==> src/common/ising_cfg.svh <==
// Ising energy monitor sizes

`ifndef ISING_CFG_SVH
`define ISING_CFG_SVH

// ==========================================================
// Problem size
// ==========================================================

// Spins per configuration, one weight row each
`define ISING_DATASPIN 16

// ==========================================================
// Coefficient widths
// ==========================================================

`define ISING_BITJ 4          // J coupling, sign-magnitude
`define ISING_BITH 4          // h bias, two's complement
`define ISING_SCALING_BIT 4   // Unsigned h scale factor

// ==========================================================
// Energy widths
// ==========================================================

`define ISING_ENERGY_BIT 16      // Signed energy of one spin
`define ISING_ENERGY_ACC_BIT 24  // Signed sum over all spins

`endif

==> src/common/ising_pkg.sv <==
// Ising energy monitor types

`default_nettype none

`include "ising_cfg.svh"

package ising_pkg;

    // One bit per spin, bit k is spin k
    typedef logic [`ISING_DATASPIN-1:0] spin_vec_t;

    // J row of one spin, element j in bits [j*BITJ +: BITJ]
    typedef logic [`ISING_DATASPIN*`ISING_BITJ-1:0] weight_row_t;

    // h bias of one spin
    typedef logic [`ISING_BITH-1:0] hbias_t;

    // Bias scale, treated as unsigned
    typedef logic [`ISING_SCALING_BIT-1:0] hscale_t;

    // Row counter
    typedef logic [$clog2(`ISING_DATASPIN)-1:0] spin_idx_t;

    // Energy of a single spin
    typedef logic signed [`ISING_ENERGY_BIT-1:0] partial_energy_t;

    // Energy of the whole configuration
    typedef logic signed [`ISING_ENERGY_ACC_BIT-1:0] total_energy_t;

endpackage

`default_nettype wire

==> src/energy/adder_tree.sv <==
// Signed adder tree

`timescale 1ns/10ps
`default_nettype none

module adder_tree #(
    parameter int N     = 4,   // Number of operands
    parameter int DATAW = 8,   // Operand width
    parameter int SUMW  = 16   // Result width
)(
    input  logic signed [N-1:0][DATAW-1:0] data_i, // Operands, each signed
    output logic signed [SUMW-1:0]         sum_o   // Sum of all operands
);

    // Leaves padded up to a power of two
    localparam int LEAVES = 1 << $clog2(N);

    // Heap numbering
    // node 1 is the root, node i has children 2i and 2i+1,
    // leaves sit at LEAVES .. 2*LEAVES-1
    logic signed [SUMW-1:0] node [1:2*LEAVES-1];

    genvar i;

    // ==========================================================
    // Leaves
    // ==========================================================
    generate
        for (i = 0; i < LEAVES; i++) begin : g_leaf
            if (i < N) begin : g_operand
                // Signed source, so widening extends the sign
                assign node[LEAVES+i] = $signed(data_i[i]);
            end else begin : g_pad
                assign node[LEAVES+i] = '0; // Padding, adds nothing
            end
        end
    endgenerate

    // ==========================================================
    // Inner nodes, one adder each
    // ==========================================================
    generate
        for (i = 1; i < LEAVES; i++) begin : g_node
            assign node[i] = node[2*i] + node[2*i+1];
        end
    endgenerate

    assign sum_o = node[1]; // Root holds the full sum

endmodule

`default_nettype wire

==> src/energy/partial_energy_calc.sv <==
// Single spin energy

`timescale 1ns/10ps
`default_nettype none

`include "ising_cfg.svh"

module partial_energy_calc #(
    parameter int BITJ             = `ISING_BITJ,
    parameter int BITH             = `ISING_BITH,
    parameter int DATASPIN         = `ISING_DATASPIN,
    parameter int SCALING_BIT      = `ISING_SCALING_BIT,
    parameter int ENERGY_TOTAL_BIT = `ISING_ENERGY_BIT
)(
    input  ising_pkg::spin_vec_t       spin_i,      // Spin configuration
    input  ising_pkg::spin_vec_t       spin_mask_i, // One-hot, spin under evaluation
    input  ising_pkg::weight_row_t     weight_i,    // J row, sign-magnitude
    input  ising_pkg::hbias_t          hbias_i,     // h of the masked spin
    input  ising_pkg::hscale_t         hscaling_i,  // Unsigned h scale
    output ising_pkg::partial_energy_t energy_o     // Energy of the masked spin
);

    // Scaled bias needs BITH+SCALING_BIT, negated J needs BITJ+1
    localparam int MULTBIT = BITH + SCALING_BIT;
    localparam int TERMW   = (MULTBIT > BITJ + 1) ? MULTBIT : BITJ + 1;

    logic signed [DATASPIN-1:0][BITJ-1:0]  weight_2c;    // Two's complement J
    logic signed [DATASPIN-1:0][TERMW-1:0] term;         // One term per position
    logic signed [TERMW-1:0]               bias_term;    // h times scale
    logic                                  masked_bit;   // Spin under evaluation
    logic signed [ENERGY_TOTAL_BIT-1:0]    energy_local; // Sum before final sign

    // ==========================================================
    // Sign-magnitude to two's complement
    // ==========================================================
    always_comb begin
        logic [BITJ-1:0] w_sm;
        for (int i = 0; i < DATASPIN; i++) begin
            w_sm = weight_i[i*BITJ +: BITJ];
            // Magnitude with a zero on top, then negate for sign set
            // Negative zero ends up as plain zero
            if (w_sm[BITJ-1]) begin
                weight_2c[i] = -$signed({1'b0, w_sm[BITJ-2:0]});
            end else begin
                weight_2c[i] = $signed({1'b0, w_sm[BITJ-2:0]});
            end
        end
    end

    // Scale is unsigned, zero bit keeps it positive
    assign bias_term = $signed(hbias_i) * $signed({1'b0, hscaling_i});

    // Value of the masked spin, mask is one-hot
    assign masked_bit = |(spin_i & spin_mask_i);

    // ==========================================================
    // Term selection
    // ==========================================================
    always_comb begin
        logic signed [TERMW-1:0] w_ext;
        for (int i = 0; i < DATASPIN; i++) begin
            w_ext = $signed(weight_2c[i]); // Sign-extend to term width
            if (spin_mask_i[i]) begin
                term[i] = bias_term;       // Diagonal replaced by bias
            end else if (spin_i[i]) begin
                term[i] = w_ext;           // Spin up
            end else begin
                term[i] = -w_ext;          // Spin down
            end
        end
    end

    // ==========================================================
    // Reduction
    // ==========================================================
    adder_tree #(
        .N     (DATASPIN),
        .DATAW (TERMW),
        .SUMW  (ENERGY_TOTAL_BIT)
    ) u_adder_tree (
        .data_i (term),
        .sum_o  (energy_local)
    );

    // Whole row flips with the masked spin
    assign energy_o = masked_bit ? energy_local : -energy_local;

endmodule

`default_nettype wire

==> src/rtl/energy_ctrl.sv <==
// Energy monitor job and row control

`timescale 1ns/10ps
`default_nettype none

`include "ising_cfg.svh"

module energy_ctrl (
    input  wire                        clk_i,
    input  wire                        reset_i,        // Sync, active high

    // Job port
    input  wire                        job_valid_i,
    output logic                       job_ready_o,
    input  ising_pkg::spin_vec_t       job_spin_i,
    input  ising_pkg::hscale_t         job_hscale_i,

    // Row port
    input  wire                        row_valid_i,
    output logic                       row_ready_o,
    input  ising_pkg::weight_row_t     row_weight_i,
    input  ising_pkg::hbias_t          row_hbias_i,

    // Calculator side
    output ising_pkg::spin_vec_t       calc_spin_o,
    output ising_pkg::spin_vec_t       calc_mask_o,
    output ising_pkg::weight_row_t     calc_weight_o,
    output ising_pkg::hbias_t          calc_hbias_o,
    output ising_pkg::hscale_t         calc_hscale_o,
    input  ising_pkg::partial_energy_t calc_energy_i,

    // Accumulator side
    input  wire                        result_busy_i,  // Total pending or being built
    output ising_pkg::partial_energy_t pe_o,
    output logic                       pe_valid_o,
    output logic                       pe_last_o
);

    typedef enum logic {
        IDLE,  // Waiting for a job
        ROWS   // Taking weight rows
    } state_t;

    state_t                     state_q;
    ising_pkg::spin_idx_t       row_cnt_q;  // Index of the row presented
    ising_pkg::spin_vec_t       spin_q;     // Spins of the current job
    ising_pkg::hscale_t         hscale_q;   // Scale of the current job
    ising_pkg::partial_energy_t pe_q;
    logic                       pe_valid_q;
    logic                       pe_last_q;
    logic                       run_q;      // Set once out of reset
    logic                       job_hs;
    logic                       row_hs;
    logic                       last_row;

    // ==========================================================
    // Handshakes
    // ==========================================================
    assign job_ready_o = run_q && (state_q == IDLE) && !result_busy_i;
    assign row_ready_o = (state_q == ROWS);
    assign job_hs      = job_valid_i && job_ready_o;
    assign row_hs      = row_valid_i && row_ready_o;
    assign last_row    = (row_cnt_q == ising_pkg::spin_idx_t'(`ISING_DATASPIN - 1));

    // Calculator inputs
    assign calc_spin_o   = spin_q;
    assign calc_mask_o   = ising_pkg::spin_vec_t'(1) << row_cnt_q; // One-hot on row k
    assign calc_hscale_o = hscale_q;
    assign calc_weight_o = row_weight_i;  // Row goes straight to the calculator
    assign calc_hbias_o  = row_hbias_i;

    // ==========================================================
    // FSM and row counter
    // ==========================================================
    always_ff @(posedge clk_i) begin
        if (reset_i) begin
            state_q   <= IDLE;
            row_cnt_q <= '0;
            run_q     <= 1'b0;
        end else begin
            run_q <= 1'b1;
            case (state_q)
                IDLE: begin
                    if (job_hs) begin
                        state_q   <= ROWS;
                        row_cnt_q <= '0;      // First row is spin 0
                    end
                end
                ROWS: begin
                    if (row_hs) begin
                        row_cnt_q <= row_cnt_q + 1'b1;
                        if (last_row) begin
                            state_q <= IDLE;  // All rows taken
                        end
                    end
                end
                default: state_q <= IDLE;
            endcase
        end
    end

    // Job payload, loaded on accept
    always_ff @(posedge clk_i) begin
        if (job_hs) begin
            spin_q   <= job_spin_i;
            hscale_q <= job_hscale_i;
        end
    end

    // ==========================================================
    // Partial energy register
    // ==========================================================
    always_ff @(posedge clk_i) begin
        if (reset_i) begin
            pe_valid_q <= 1'b0;
            pe_last_q  <= 1'b0;
        end else begin
            pe_valid_q <= row_hs;              // One cycle per row
            pe_last_q  <= row_hs && last_row;
        end
    end

    always_ff @(posedge clk_i) begin
        if (row_hs) begin
            pe_q <= calc_energy_i;
        end
    end

    assign pe_o       = pe_q;
    assign pe_valid_o = pe_valid_q;
    assign pe_last_o  = pe_last_q;

endmodule

`default_nettype wire

==> src/rtl/energy_accumulator.sv <==
// Total energy accumulator

`timescale 1ns/10ps
`default_nettype none

module energy_accumulator (
    input  wire                        clk_i,
    input  wire                        reset_i,        // Sync, active high

    // Partial energies from the controller
    input  ising_pkg::partial_energy_t pe_i,
    input  wire                        pe_valid_i,
    input  wire                        pe_last_i,      // Final row of the job

    // Result port
    output logic                       energy_valid_o,
    input  wire                        energy_ready_i,
    output ising_pkg::total_energy_t   energy_o,

    output logic                       result_busy_o   // Back to the controller
);

    ising_pkg::total_energy_t sum_q;     // Running sum
    ising_pkg::total_energy_t energy_q;  // Held result
    ising_pkg::total_energy_t pe_ext;    // Widened partial
    ising_pkg::total_energy_t sum_next;
    logic                     acc_q;     // Job in progress
    logic                     valid_q;

    // Signed source, so this sign-extends
    assign pe_ext = pe_i;

    // First partial of a job starts a new sum
    assign sum_next = acc_q ? sum_q + pe_ext : pe_ext;

    // ==========================================================
    // Running sum
    // ==========================================================
    always_ff @(posedge clk_i) begin
        if (reset_i) begin
            sum_q <= '0;
            acc_q <= 1'b0;
        end else if (pe_valid_i) begin
            sum_q <= sum_next;
            acc_q <= !pe_last_i;  // Job ends with the last partial
        end
    end

    // ==========================================================
    // Result register and handshake
    // ==========================================================
    always_ff @(posedge clk_i) begin
        if (reset_i) begin
            valid_q <= 1'b0;
        end else if (pe_valid_i && pe_last_i) begin
            valid_q <= 1'b1;
        end else if (energy_ready_i) begin
            valid_q <= 1'b0;   // Taken, or nothing was offered
        end
    end

    always_ff @(posedge clk_i) begin
        if (pe_valid_i && pe_last_i) begin
            energy_q <= sum_next;  // Held until taken
        end
    end

    assign energy_valid_o = valid_q;
    assign energy_o       = energy_q;

    // Also busy while a partial is still on the way in
    assign result_busy_o = acc_q || valid_q || pe_valid_i;

endmodule

`default_nettype wire

==> src/rtl/energy_monitor.sv <==
// Ising energy monitor top

`timescale 1ns/10ps
`default_nettype none

`include "ising_cfg.svh"

module energy_monitor (
    input  wire                      clk_i,
    input  wire                      reset_i,         // Sync, active high

    // Job port
    input  wire                      job_valid_i,
    output logic                     job_ready_o,
    input  ising_pkg::spin_vec_t     job_spin_i,      // Spin configuration
    input  ising_pkg::hscale_t       job_hscale_i,    // h scale for this job

    // Row port, one row per spin in order
    input  wire                      row_valid_i,
    output logic                     row_ready_o,
    input  ising_pkg::weight_row_t   row_weight_i,
    input  ising_pkg::hbias_t        row_hbias_i,

    // Result port
    output logic                     energy_valid_o,
    input  wire                      energy_ready_i,
    output ising_pkg::total_energy_t energy_o
);

    ising_pkg::spin_vec_t       calc_spin;
    ising_pkg::spin_vec_t       calc_mask;
    ising_pkg::weight_row_t     calc_weight;
    ising_pkg::hbias_t          calc_hbias;
    ising_pkg::hscale_t         calc_hscale;
    ising_pkg::partial_energy_t calc_energy;
    ising_pkg::partial_energy_t pe;
    logic                       pe_valid;
    logic                       pe_last;
    logic                       result_busy;

    // ==========================================================
    // Control
    // ==========================================================
    energy_ctrl u_ctrl (
        .clk_i          (clk_i),
        .reset_i        (reset_i),
        .job_valid_i    (job_valid_i),
        .job_ready_o    (job_ready_o),
        .job_spin_i     (job_spin_i),
        .job_hscale_i   (job_hscale_i),
        .row_valid_i    (row_valid_i),
        .row_ready_o    (row_ready_o),
        .row_weight_i   (row_weight_i),
        .row_hbias_i    (row_hbias_i),
        .calc_spin_o    (calc_spin),
        .calc_mask_o    (calc_mask),
        .calc_weight_o  (calc_weight),
        .calc_hbias_o   (calc_hbias),
        .calc_hscale_o  (calc_hscale),
        .calc_energy_i  (calc_energy),
        .result_busy_i  (result_busy),
        .pe_o           (pe),
        .pe_valid_o     (pe_valid),
        .pe_last_o      (pe_last)
    );

    // Combinational, settles within the row cycle
    partial_energy_calc #(
        .BITJ             (`ISING_BITJ),
        .BITH             (`ISING_BITH),
        .DATASPIN         (`ISING_DATASPIN),
        .SCALING_BIT      (`ISING_SCALING_BIT),
        .ENERGY_TOTAL_BIT (`ISING_ENERGY_BIT)
    ) u_calc (
        .spin_i      (calc_spin),
        .spin_mask_i (calc_mask),
        .weight_i    (calc_weight),
        .hbias_i     (calc_hbias),
        .hscaling_i  (calc_hscale),
        .energy_o    (calc_energy)
    );

    energy_accumulator u_acc (
        .clk_i          (clk_i),
        .reset_i        (reset_i),
        .pe_i           (pe),
        .pe_valid_i     (pe_valid),
        .pe_last_i      (pe_last),
        .energy_valid_o (energy_valid_o),
        .energy_ready_i (energy_ready_i),
        .energy_o       (energy_o),
        .result_busy_o  (result_busy)
    );

endmodule

`default_nettype wire

==> config.mk <==
export PLATFORM = sky130hd
export DESIGN_NAME = energy_monitor
export DESIGN_NICKNAME = d
export VERILOG_FILES = /design/src/common/ising_pkg.sv /design/src/energy/adder_tree.sv /design/src/energy/partial_energy_calc.sv /design/src/rtl/energy_ctrl.sv /design/src/rtl/energy_accumulator.sv /design/src/rtl/energy_monitor.sv
export VERILOG_INCLUDE_DIRS = /design/src /design/src/common
export SDC_FILE = /design/constraint.sdc
export NUM_CORES = 1
export LEC_CHECK = 0
export ABC_AREA = 1
export BUFFER_PORTS_ARGS = -buffer_cell sky130_fd_sc_hd__buf_4
export CAP_MARGIN = 20
export CORE_MARGIN = 3
export CORE_UTILIZATION = 60
export DETAILED_ROUTE_END_ITERATION = 10
export PLACE_DENSITY = 0.79
export SYNTH_ARGS = -nofsm -noshare
export SYNTH_HDL_FRONTEND = slang
export SYNTH_SLANG_ARGS = --single-unit
==> constraint.sdc <==
create_clock -name clk_i -period 35.1 [get_ports clk_i]
set_clock_uncertainty 0.15 [all_clocks]
set_input_delay 10.53 -clock clk_i [delete_from_list [all_inputs] [get_ports clk_i]]
set_output_delay 10.53 -clock clk_i [all_outputs]
set_load 0.02 [all_outputs]
==> metrics.cfg <==
[sta]
tns_ns = 0
finalCritPeriodShare = 0.536
period_minus_slack_ns = 18.82
slew_violations = 0
finalSetupViolCount = 0
slew_headroom = 0.419
fin_ws_ns = 16.28
rsz0062_at_grt = false
hold_viol_final = 0
worstMarginPinSlew_ns = 0.869
fmax_ghz = 0.0531

[logic_synthesis]
synth-seq-cells = 94
synth-edff-count = 60
seq_area_frac_synth = 0.176
ys.flop_type = edfxtp_1
async_flop_share = 0
synth.distinct_cells = 43
avgSynthCellArea_um2 = 6.71
syn-num-nets = 2419
syn_inst = 2099
synth_area_um2 = 14100
yosys_warnings = 0

[setup_path]
crit_arrival_ns = 18.78
cp_slowest_cell = fa_1
setup.worst_path.class = in -> reg
worst_setup_path_end_kind = flip-flop
slowest_delay_ns = 0.57
worstPathRequired_ns = 35.06
cp_common_cell = inv_1
cp_max_fo = 14
startpoint_type = input port

[cts]
clkTransAtPathRegs_ns = 0.08
cts_tree = done
clk-insertion-delay-late_ns = 0.37
cts.sinks = 94
cts.path.max_buffers = 2
cts_buffers = 9
htree_levels = 3
postCtsSetupBuffers = 0
cts-root-buf = clkbuf_16
cts_resized = 0
holdBufCountCts = 0

[global_route]
grt_overflow = 0
antenna_found_initial = 0
grt_max_degree = 40
track_usage = 0.294
grt_pass1_wl_mm = 62.1
grt_pass1_vias = 13400

[layout]
drive_above_1_share = 0.0746
multi_input_area_um2 = 9880
area_growth_syn_to_layout_pct = 11.0
antennaDiodeCount = 0
regArea_um2 = 2480
n_fill_cell = 2081
nets = 2527

[place]
io_buffers = 119
gp_congestion = 0.978
dpl.hpwl_mm = 30.8
preCtsSetupSlack_ns = 15.96

[detailed_routing]
antenna_left = 0
drt-pass1-iter-count = 5
vias = 13900
drt_iter0_drc = 967
drc = 0
routedWlPerCell_um = 14.8
vias_per_cell = 5.50
drt_wl_total_mm = 37.3

[floorplanning]
dieArea_um2 = 25300
start_util = 0.616
rows = 55
die_w_um = 159
core_region_area_um2 = 22800
ioPinCount = 120
die_h_um = 159

[run_status]
outcome = finished, final reports clean

[flow_run]
maxCapViolations = 0

[min_path]
min_path_type = reg -> reg

==> cells in the mapped netlist, types with 3 or more instances <==
| cell type | n | share of area |
|---|---|---|
| dfxtp_1 | 34 | 0.048 |
| xnor2_1 | 18 | 0.011 |
| edfxtp_1 | 60 | 0.13 |
| nand2_1 | 458 | 0.12 |
| inv_2 | 3 | 0.00080 |
| a211oi_1 | 3 | 0.0016 |
| nand3_2 | 4 | 0.0028 |
| nand3b_1 | 8 | 0.0043 |
| nor2_1 | 221 | 0.059 |
| buf_1 | 4 | 0.0011 |
| a21oi_1 | 169 | 0.060 |
| nand3_1 | 91 | 0.032 |
| o211ai_1 | 10 | 0.0053 |
| and3_1 | 3 | 0.0013 |
| o21ai_0 | 104 | 0.037 |
| o21bai_1 | 20 | 0.011 |
| nand4_1 | 18 | 0.0080 |
| a22oi_1 | 19 | 0.010 |
| ha_1 | 155 | 0.14 |
| clkbuf_1 | 20 | 0.0053 |
| a211o_1 | 6 | 0.0037 |
| o31ai_1 | 9 | 0.0048 |
| nor2_2 | 4 | 0.0018 |
| inv_1 | 415 | 0.11 |
| a31oi_1 | 26 | 0.012 |
| o22ai_1 | 34 | 0.015 |
| or2_2 | 3 | 0.0013 |
| xor2_1 | 64 | 0.040 |
| nor3_1 | 20 | 0.0071 |
| o311ai_0 | 3 | 0.0019 |
| nand2_2 | 5 | 0.0022 |
| fa_1 | 72 | 0.10 |
==> layout make-up <==
cell class                 instances  share of cell area
multi-input combinational       1556               0.632
tap                              313              0.0251
inverter                         420               0.101
clock inverter                     6             0.00480
timing repair buffer             126              0.0631
clock buffer                      10              0.0147
sequential                        94               0.159
==> sequential cells by signal (all words and copies together), names as in the netlist <==
register              flops
u_acc.sum_q              24
u_ctrl.row_ready_o        1
u_ctrl.row_cnt_q          4
u_acc.energy_o           24
u_ctrl.calc_spin_o       16
u_ctrl.pe_o              16
u_ctrl.calc_hscale_o      4
u_ctrl.pe_last_o          1
u_acc.acc_q               1
u_ctrl.run_q              1
u_acc.energy_valid_o      1
u_ctrl.pe_valid_o         1
==> routing by layer <==
layer / global-route usage / share of wire / vias to the layer above / wire length, µm
met3: 0.0395 / 0.055 / 80 / 2060
li1: - / - / 7009 / -
met5: 0 / 0 / - / 0
met2: 0.532 / 0.49 / 426 / 18400
met1: 0.362 / 0.42 / 6377 / 15800
met4: 0.0919 / 0.027 / 0 / 995
==> cells by family after synthesis <==
group           after synthesis  share of synthesized area
simple gates                838                      0.245
buf+inv                     449                      0.121
compound gates              408                      0.164
fa+ha+maj                   227                      0.240
flops                        94                      0.176
xor+xnor                     83                     0.0522
==> cells in the final DEF, fill, tap and decap left out, types with 20 or more instances in the layout <==
cell type and instances:
a21oi_1 169, a31oi_1 26, buf_4 124, dfxtp_1 34, edfxtp_1 60, fa_1 72
ha_1 155, inv_1 415, nand2_1 458, nand3_1 91, nor2_1 221, nor3_1 20
o21ai_0 104, o21bai_1 20, o22ai_1 34, xor2_1 64
==> metrics by stage <==
step | area, µm² | hold WS [ns] | instances | util
2_1_floorplan | 14100 | 0.302 | 2099 | -
3_3_place_gp | 15300 | 0.324 | 2507 | 0.668
3_5_place_dp | 15300 | 0.326 | 2507 | 0.668
4_1_cts | 15600 | 0.337 | 2523 | 0.682
5_1_grt | 15600 | 0.370 | 2525 | 0.684
6_report | 15600 | 0.334 | 2525 | 0.684
==> worst paths after layout <==
path,from,end,slack [ns],cells past startpoint
min,u_acc.energy_valid_o,u_acc.energy_valid_o,0.33,2
min reg2reg,u_acc.energy_valid_o,u_acc.energy_valid_o,0.33,2
max reg2reg,u_ctrl.calc_hscale_o[0],u_ctrl.pe_o[13],26.13,40
max,row_hbias_i[3],u_ctrl.pe_o[13],16.28,42
==> worst max-delay path: cells and delay by family <==
| family | cells | cell delay, ns |
|---|---|---|
| buffers and inverters | 12 | 1.19 |
| adders and majority gates | 11 | 5.10 |
| and+or+nand+nor | 16 | 1.48 |
| AOI/OAI and AO/OA | 3 | 0.45 |
Power is left out: the tool's default activity adds up to more than one toggle a clock period on the data nets, which glitch-free logic cannot reach.
